<file path="src/verilog/spi_mem_pkg.sv">
package spi_mem_pkg;

    // ----------------------------------------------------------------------
    // storage types
    // ----------------------------------------------------------------------

    // 128 entries, so seven address bits
    typedef logic [6:0] addr_t;

    // one memory byte, also the shift register width
    typedef logic [7:0] data_t;

    // bit position in a frame, 0 up to 16
    typedef logic [4:0] bit_count_t;

    // ----------------------------------------------------------------------
    // sequencer states
    // ----------------------------------------------------------------------
    typedef enum logic [2:0] {
        st_idle,
        st_get_cmd,
        st_read_load,
        st_read_shift,
        st_write_shift,
        st_done
    } spi_state_t;

    // frame layout: address + r/w flag, then one data byte
    localparam bit_count_t CMD_BITS   = 5'd8;
    localparam bit_count_t DATA_BITS  = 5'd8;
    localparam bit_count_t FRAME_BITS = CMD_BITS + DATA_BITS;

endpackage

</file>
<file path="src/verilog/spi_ctrl_if.sv">
`timescale 1ns/10ps

interface spi_ctrl_if;

    // load shift register from memory read port
    logic sr_load;
    // capture command address into the latch
    logic addr_we;
    // commit the shifted-in byte to memory
    logic dm_we;
    // miso drive enable
    logic miso_oe;
    // latched r/w flag of the current command
    logic cmd_read;

    // sequencer side
    modport ctrl (output sr_load, output addr_we, output dm_we, output miso_oe,
                  output cmd_read);

    // datapath side
    modport dp (input sr_load, input addr_we, input dm_we, input miso_oe,
                input cmd_read);

endinterface

</file>
<file path="src/verilog/input_conditioner.sv">
`timescale 1ns/10ps

module input_conditioner #(
    parameter int DEBOUNCE_CYCLES = 1
) (
    input  logic clk,
    input  logic rst_n,
    input  logic pin,
    output logic level,
    output logic rise,
    output logic fall
);

    // counter has to reach DEBOUNCE_CYCLES
    localparam int CNT_W = $clog2(DEBOUNCE_CYCLES + 2);

    logic             sync_0;
    logic             sync_1;
    logic [CNT_W-1:0] stable_cnt;
    logic             accept;

    // new level accepted once the mismatch lasted DEBOUNCE_CYCLES+1 cycles
    assign accept = (sync_1 != level) && (stable_cnt == CNT_W'(DEBOUNCE_CYCLES));

    always_ff @(posedge clk or negedge rst_n) begin
        if (!rst_n) begin
            sync_0     <= 1'b0;
            sync_1     <= 1'b0;
            stable_cnt <= '0;
            level      <= 1'b0;
            rise       <= 1'b0;
            fall       <= 1'b0;
        end else begin
            // two-flop synchronizer
            sync_0 <= pin;
            sync_1 <= sync_0;
            // glitch shorter than the window restarts the count
            if (sync_1 == level || accept) begin
                stable_cnt <= '0;
            end else begin
                stable_cnt <= stable_cnt + 1'b1;
            end
            if (accept) begin
                level <= sync_1;
            end
            // pulses line up with the level change
            rise <= accept && sync_1;
            fall <= accept && !sync_1;
        end
    end

endmodule

</file>
<file path="src/verilog/spi_shift_register.sv">
`timescale 1ns/10ps

module spi_shift_register (
    input  logic               clk,
    input  logic               rst_n,
    input  logic               shift_en,
    input  logic               load,
    input  spi_mem_pkg::data_t load_data,
    input  logic               serial_in,
    input  logic               out_en,
    output spi_mem_pkg::data_t contents,
    output logic               serial_out
);

    // ----------------------------------------------------------------------
    // shift stage
    // ----------------------------------------------------------------------

    // parallel load wins over a shift in the same cycle
    always_ff @(posedge clk) begin
        if (load) begin
            contents <= load_data;
        end else if (shift_en) begin
            // msb first on the wire, new bit enters at bit 0
            contents <= {contents[$bits(contents)-2:0], serial_in};
        end
    end

    // ----------------------------------------------------------------------
    // output stage
    // ----------------------------------------------------------------------

    // msb sampled on sclk fall, holds through the next rise
    always_ff @(posedge clk or negedge rst_n) begin
        if (!rst_n) begin
            serial_out <= 1'b0;
        end else if (out_en) begin
            serial_out <= contents[$bits(contents)-1];
        end
    end

endmodule

</file>
<file path="src/verilog/spi_fsm.sv">
`timescale 1ns/10ps

module spi_fsm (
    input  logic     clk,
    input  logic     rst_n,
    input  logic     sclk_rise,
    input  logic     cs_active_n,
    input  logic     cmd_lsb,
    spi_ctrl_if.ctrl ctrl
);

    import spi_mem_pkg::*;

    // counts of the last command bit and the last data bit
    localparam bit_count_t LAST_CMD_BIT   = CMD_BITS - bit_count_t'(1);
    localparam bit_count_t LAST_FRAME_BIT = FRAME_BITS - bit_count_t'(1);

    spi_state_t state;
    bit_count_t bit_count;
    logic       dm_we_q;
    logic       in_frame;

    assign in_frame = !cs_active_n;

    // ----------------------------------------------------------------------
    // state and bit counter
    // ----------------------------------------------------------------------
    always_ff @(posedge clk or negedge rst_n) begin
        if (!rst_n) begin
            state         <= st_idle;
            bit_count     <= '0;
            dm_we_q       <= 1'b0;
            ctrl.cmd_read <= 1'b0;
        end else begin
            // write strobe lasts one cycle
            dm_we_q <= 1'b0;
            if (state != st_idle && !in_frame) begin
                // cs released mid-frame or at the end, nothing committed
                state <= st_idle;
            end else begin
                case (state)
                    st_idle: begin
                        bit_count <= '0;
                        if (in_frame) begin
                            state <= st_get_cmd;
                        end
                    end
                    st_get_cmd: begin
                        if (sclk_rise) begin
                            bit_count <= bit_count + bit_count_t'(1);
                            if (bit_count == LAST_CMD_BIT) begin
                                state <= st_read_load;
                            end
                        end
                    end
                    // command byte now complete in the shift register
                    st_read_load: begin
                        ctrl.cmd_read <= cmd_lsb;
                        state         <= cmd_lsb ? st_read_shift : st_write_shift;
                    end
                    st_read_shift: begin
                        if (sclk_rise) begin
                            bit_count <= bit_count + bit_count_t'(1);
                            if (bit_count == LAST_FRAME_BIT) begin
                                state <= st_done;
                            end
                        end
                    end
                    st_write_shift: begin
                        if (sclk_rise) begin
                            bit_count <= bit_count + bit_count_t'(1);
                            // data byte lands in the shift register this edge
                            if (bit_count == LAST_FRAME_BIT) begin
                                dm_we_q <= 1'b1;
                                state   <= st_done;
                            end
                        end
                    end
                    // hold until the master lets go of cs
                    st_done: begin
                        bit_count <= bit_count;
                    end
                    default: begin
                        state <= st_idle;
                    end
                endcase
            end
        end
    end

    // ----------------------------------------------------------------------
    // control strobes
    // ----------------------------------------------------------------------
    always_comb begin
        // address taken on every command, read or write
        ctrl.addr_we = (state == st_read_load) && in_frame;
        ctrl.sr_load = ctrl.addr_we && cmd_lsb;
        // drive miso only for the data half of a read
        ctrl.miso_oe = ctrl.sr_load || ((state == st_read_shift) && in_frame);
        ctrl.dm_we   = dm_we_q;
    end

endmodule

</file>
<file path="src/verilog/data_memory.sv">
`timescale 1ns/10ps

module data_memory (
    input  logic               clk,
    input  logic               rst_n,
    input  logic               we,
    input  spi_mem_pkg::addr_t addr,
    input  spi_mem_pkg::data_t wdata,
    output spi_mem_pkg::data_t rdata
);

    import spi_mem_pkg::*;

    // one entry per address value
    localparam int DEPTH = 2 ** $bits(addr_t);

    data_t mem [DEPTH];

    // whole array cleared on reset, so unwritten reads return zero
    always_ff @(posedge clk or negedge rst_n) begin
        if (!rst_n) begin
            for (int i = 0; i < DEPTH; i++) begin
                mem[i] <= '0;
            end
        end else if (we) begin
            mem[addr] <= wdata;
        end
    end

    // read port is combinational
    assign rdata = mem[addr];

endmodule

</file>
<file path="src/verilog/spi_memory.sv">
`timescale 1ns/10ps

module spi_memory #(
    parameter int DEBOUNCE_CYCLES = 1
) (
    input  logic clk,
    input  logic rst_n,
    input  logic sclk,
    input  logic cs_n,
    input  logic mosi,
    output logic miso,
    output logic miso_oe
);

    import spi_mem_pkg::*;

    logic  sclk_rise;
    logic  sclk_fall;
    logic  cs_level;
    logic  mosi_level;
    data_t sr_contents;
    data_t mem_rdata;
    addr_t addr_q;
    addr_t mem_addr;
    logic  mem_we;

    spi_ctrl_if ctrl_bus ();

    // ----------------------------------------------------------------------
    // pin conditioning
    // ----------------------------------------------------------------------

    // sclk edges drive sampling and miso update
    input_conditioner #(.DEBOUNCE_CYCLES(DEBOUNCE_CYCLES)) u_sclk_cond (
        .clk   (clk),
        .rst_n (rst_n),
        .pin   (sclk),
        .level (),
        .rise  (sclk_rise),
        .fall  (sclk_fall)
    );

    // chip select used as a level only
    input_conditioner #(.DEBOUNCE_CYCLES(DEBOUNCE_CYCLES)) u_cs_cond (
        .clk   (clk),
        .rst_n (rst_n),
        .pin   (cs_n),
        .level (cs_level),
        .rise  (),
        .fall  ()
    );

    input_conditioner #(.DEBOUNCE_CYCLES(DEBOUNCE_CYCLES)) u_mosi_cond (
        .clk   (clk),
        .rst_n (rst_n),
        .pin   (mosi),
        .level (mosi_level),
        .rise  (),
        .fall  ()
    );

    // ----------------------------------------------------------------------
    // sequencer and datapath
    // ----------------------------------------------------------------------

    // bit 0 of the command byte is the r/w flag
    spi_fsm u_fsm (
        .clk         (clk),
        .rst_n       (rst_n),
        .sclk_rise   (sclk_rise),
        .cs_active_n (cs_level),
        .cmd_lsb     (sr_contents[0]),
        .ctrl        (ctrl_bus.ctrl)
    );

    spi_shift_register u_shift (
        .clk        (clk),
        .rst_n      (rst_n),
        .shift_en   (sclk_rise),
        .load       (ctrl_bus.sr_load),
        .load_data  (mem_rdata),
        .serial_in  (mosi_level),
        .out_en     (sclk_fall),
        .contents   (sr_contents),
        .serial_out (miso)
    );

    // address latch, upper seven command bits
    always_ff @(posedge clk) begin
        if (ctrl_bus.addr_we) begin
            addr_q <= sr_contents[$bits(data_t)-1:1];
        end
    end

    // read load shares the addr_we cycle, so bypass the latch then
    assign mem_addr = ctrl_bus.addr_we ? sr_contents[$bits(data_t)-1:1] : addr_q;
    // never write during a read command
    assign mem_we   = ctrl_bus.dm_we && !ctrl_bus.cmd_read;

    data_memory u_mem (
        .clk   (clk),
        .rst_n (rst_n),
        .we    (mem_we),
        .addr  (mem_addr),
        .wdata (sr_contents),
        .rdata (mem_rdata)
    );

    assign miso_oe = ctrl_bus.miso_oe;

endmodule

</file>
<file path="config.mk">
export PLATFORM = sky130hd
export DESIGN_NAME = spi_memory
export DESIGN_NICKNAME = d
export VERILOG_FILES = /design/src/verilog/spi_mem_pkg.sv /design/src/verilog/spi_ctrl_if.sv /design/src/verilog/input_conditioner.sv /design/src/verilog/spi_shift_register.sv /design/src/verilog/spi_fsm.sv /design/src/verilog/data_memory.sv /design/src/verilog/spi_memory.sv
export SDC_FILE = /design/constraint.sdc
export NUM_CORES = 2
export LEC_CHECK = 0
export BUFFER_PORTS_ARGS = -buffer_cell sky130_fd_sc_hd__buf_2
export CORE_MARGIN = 4
export CORE_UTILIZATION = 40
export DETAILED_ROUTE_END_ITERATION = 10
export GPL_TIMING_DRIVEN = 0
export PLACE_DENSITY = 0.51
export SYNTH_ARGS = -nofsm -noshare
export SYNTH_HDL_FRONTEND = slang
export SYNTH_HIERARCHICAL = 1
export SYNTH_SLANG_ARGS = --single-unit
</file>
<file path="constraint.sdc">
create_clock -name clk -period 6.8 [get_ports clk]
set_input_delay 1.36 -clock clk [delete_from_list [all_inputs] [get_ports clk]]
set_output_delay 1.36 -clock clk [all_outputs]
set_load 0.03 [all_outputs]
</file>
==> metrics.md <==
| Metric | Value |
|---|---|
| GR Util All Layers | `a little under two fifths` |
| Core area | `around 120,000 sq um` |
| Leakage | `26.4 nW` |
| Largest net degree at the start of global routing | `159` |
| Buf/Inv on CP | `6` |
| CP Cell Sequence | `or3b_2, nor2_1, buf_6, mux2_4, buf_2, buf_2, inv_2, buf_4, clkdlybuf4s15_1, a21oi_1, o41ai_1, nand4_1, nor4_1, nand3_1, mux2_4` |
| Tightest Pin Transition | `about 1.6 ns` |
| Net Count, Synth | `3,762` |
| Status | `finished, violations left` |
| Ys Warns | `6` |
| Commonest non-fill, non-tap cell in the layout | `mux2_2` |
| H-tree depth | `4` |
| Area after DPL | `51,700 sq um` |
| TritonCTS clock tree | `built` |
| DR WL/cell | `43.7 microns` |
| Synthesized area per cell | `between 10 and 15 sq um` |
| Post-layout util | `45.9%` |
| DRT iter0 DRCs | `4,946` |
| Area grow syn2layout | `13.8%` |
| Pwr dens | `between 400 and 500 nW/um^2` |
| Post-CTS Setup Inserts | `0` |
| Share of layout cells above drive strength 1 | `38.5%` |
| Max Cap Viol | `23` |
| Max VDD drop | `~0.00028 V` |
| Hold path startpoint | `u_cs_cond/sync_0$_DFF_PN0_` |
| Crit start category | `flip-flop` |
| Hold_buf cts | `0` |
| Slew margin rel. | `-9.28%` |
| I/O pins | `7` |
| Final Critical Period | `6.84 ns` |
| Most frequent cells in the layout | `mux2_2, dfrtp_1, clkbuf_1, a221oi_1, nand2_1` |
| Finished Layout Cells | `between 5,000 and 6,000` |
| Reg-to-reg startpoint | `u_cs_cond/level$_DFFE_PN0P_` |
| Post-CTS sizing | `0` |
| Die ar. | `between 100,000 and 150,000 sq um` |
| GRT overflow | `0` |
| Clock Skew | `0.0307 ns` |
| Crit path max-delay family | `buffers and inverters` |
| Slowest CP cell | `clkdlybuf4s15_1` |
| Rows | `between 100 and 150` |
| DR DRC count | `0` |
| Global-route wire length before repair | `329 mm` |
| Clk_lat worst skew | `0.77 ns` |
| Synth Instances | `between 3,000 and 4,000` |
| Failing checks | `capacitance limit, slew limit, setup timing` |
| Final Max Tran Viols | `236` |
| HPWL after detailed placement | `around 170 mm` |
| Num Clock Sinks | `1,067` |
| Pre-antenna DRT Iters | `6` |
| Critical path class | `flip-flop to flip-flop` |
| Hold crit path type | `flip-flop to flip-flop` |
| Routability cong. | `1.04` |
| Final Hold Viols | `0` |
| Final worst slack | `-0.0388 ns` |
| Die W | `359 microns` |
| Design area | `~56,000 sq um` |
| CP Max Fanout | `10` |
| Port bufs | `6` |
| Root buffer cell | `clkbuf_16` |
| Hold WS | `0.353 ns` |
| Clock buffer depth | `3` |
| Worst EP required | `7.31 ns` |
| Num CTS Buffers | `130` |
| Final nets | `approximately 4,000` |
| Clock Pin Slew Worst Setup and Hold Paths | `0.06 ns` |
| Final Setup Violations | `1` |
| Post-Route WL | `247 mm` |
| Achievable Freq | `146 MHz` |
| Final Cycle Share | `101%` |
| Die Ht | `between 300 and 400 microns` |
| Via count | `37,700` |
| TNS Setup | `-0.0388 ns` |
| Initial antenna violation count | `31` |
| Arr. time, crit path | `roughly 7.4 ns` |
| Post-route ant nets | `0` |
| Initial Util | `40.3%` |
| Placed instance count | `approximately 5,400` |
| RSZ-0062 raised after global routing | `no` |
| Critical path startpoint | `u_cs_cond/level$_DFFE_PN0P_` |
| Vias/cell | `6.68` |
| Cell area after synthesis | `49,200 sq um` |
| Number of global-route vias before repair | `36,500` |
| CP endpoint kind | `flip-flop` |
| Worst stage delay on the critical path | `1.02 ns` |
## layout make-up
| type | instances | area, sq um |
|---|---|---|
| Antenna cell | 21 | 52.6 |
| Clock inverter | 34 | 359 |
| Timing Repair Buffer | 22 | 413 |
| Clock buffer | 192 | 3910 |
| Sequential cell | 1067 | 26700 |
| Multi-Input combinational cell | 2354 | 21100 |
| Tap cell | 1625 | 2030 |
| Buffer | 315 | 1410 |
| Inverter | 14 | 52.6 |
| Fill cell | 11300 | 66000 |
## path summary, 6_finish.rpt
check	to	slack, ns	depth (start not counted)
worst min-delay path	u_cs_cond/sync_1$_DFF_PN0_	0.35	0
max in group asynchronous	u_mem/mem[923]$_DFFE_PN0P_	3.70	5
worst min register to register	u_cs_cond/sync_1$_DFF_PN0_	0.35	0
worst max-delay path	u_shift/contents[1]$_DFFE_PP_	-0.04	15
worst max register to register	u_shift/contents[1]$_DFFE_PP_	-0.04	15
min in group asynchronous	u_mem/mem[309]$_DFFE_PN0P_	0.51	1
## where the power goes
| part | total, W | internal (W) | switching, W | leakage (nW) |
|---|---|---|---|---|
| combinational | 0.0108 | 0.00183 | 0.00901 | 9.50 |
| clock | 0.00703 | 0.00414 | 0.00289 | 2.11 |
| sequential | 0.00652 | 0.00645 | 0.0000706 | 14.8 |
| total | 0.0244 | 0.0124 | 0.0120 | 26.4 |
## per-layer routing
layer,wire (microns),part of all wire (%),global-route usage (%)
met4,20900,8.5,28.0
met2,101000,41,52.7
met1,97400,40,49.5
met3,27600,11,13.3
met5,46,0.019,0
## worst register-to-register path, cell delays in order (launching register included)
cell	delay, ns
dfrtp_1	0.49
or3b_2	0.50
nor2_1	0.31
buf_6	0.24
mux2_4	0.33
buf_2	0.19
buf_2	0.25
inv_2	0.41
buf_4	0.43
clkdlybuf4s15_1	1.03
a21oi_1	0.10
o41ai_1	0.95
nand4_1	0.17
nor4_1	0.72
nand3_1	0.17
mux2_4	0.29
## registers in the layout, indices dropped and copies added (netlist names), 2 cells and up
| register | flops |
|---|---|
| addr_q | 7 |
| u_cs_cond/stable_cnt | 2 |
| u_fsm/bit_count | 5 |
| u_fsm/state | 3 |
| u_mem/mem | 1024 |
| u_mosi_cond/stable_cnt | 2 |
| u_sclk_cond/stable_cnt | 2 |
| u_shift/contents | 8 |
## metrics by stage
stage | setup slack [ns] | power [W]
floorplan | 3.05 | 0.0103
global placement | -20.38 | 0.0166
detailed placement | -0.0151 | 0.0167
CTS | 0.125 | 0.0237
global route | 0.0952 | 0.0243
finish | -0.0388 | 0.0244
No activity file was read; power rests on OpenSTA's default activity.
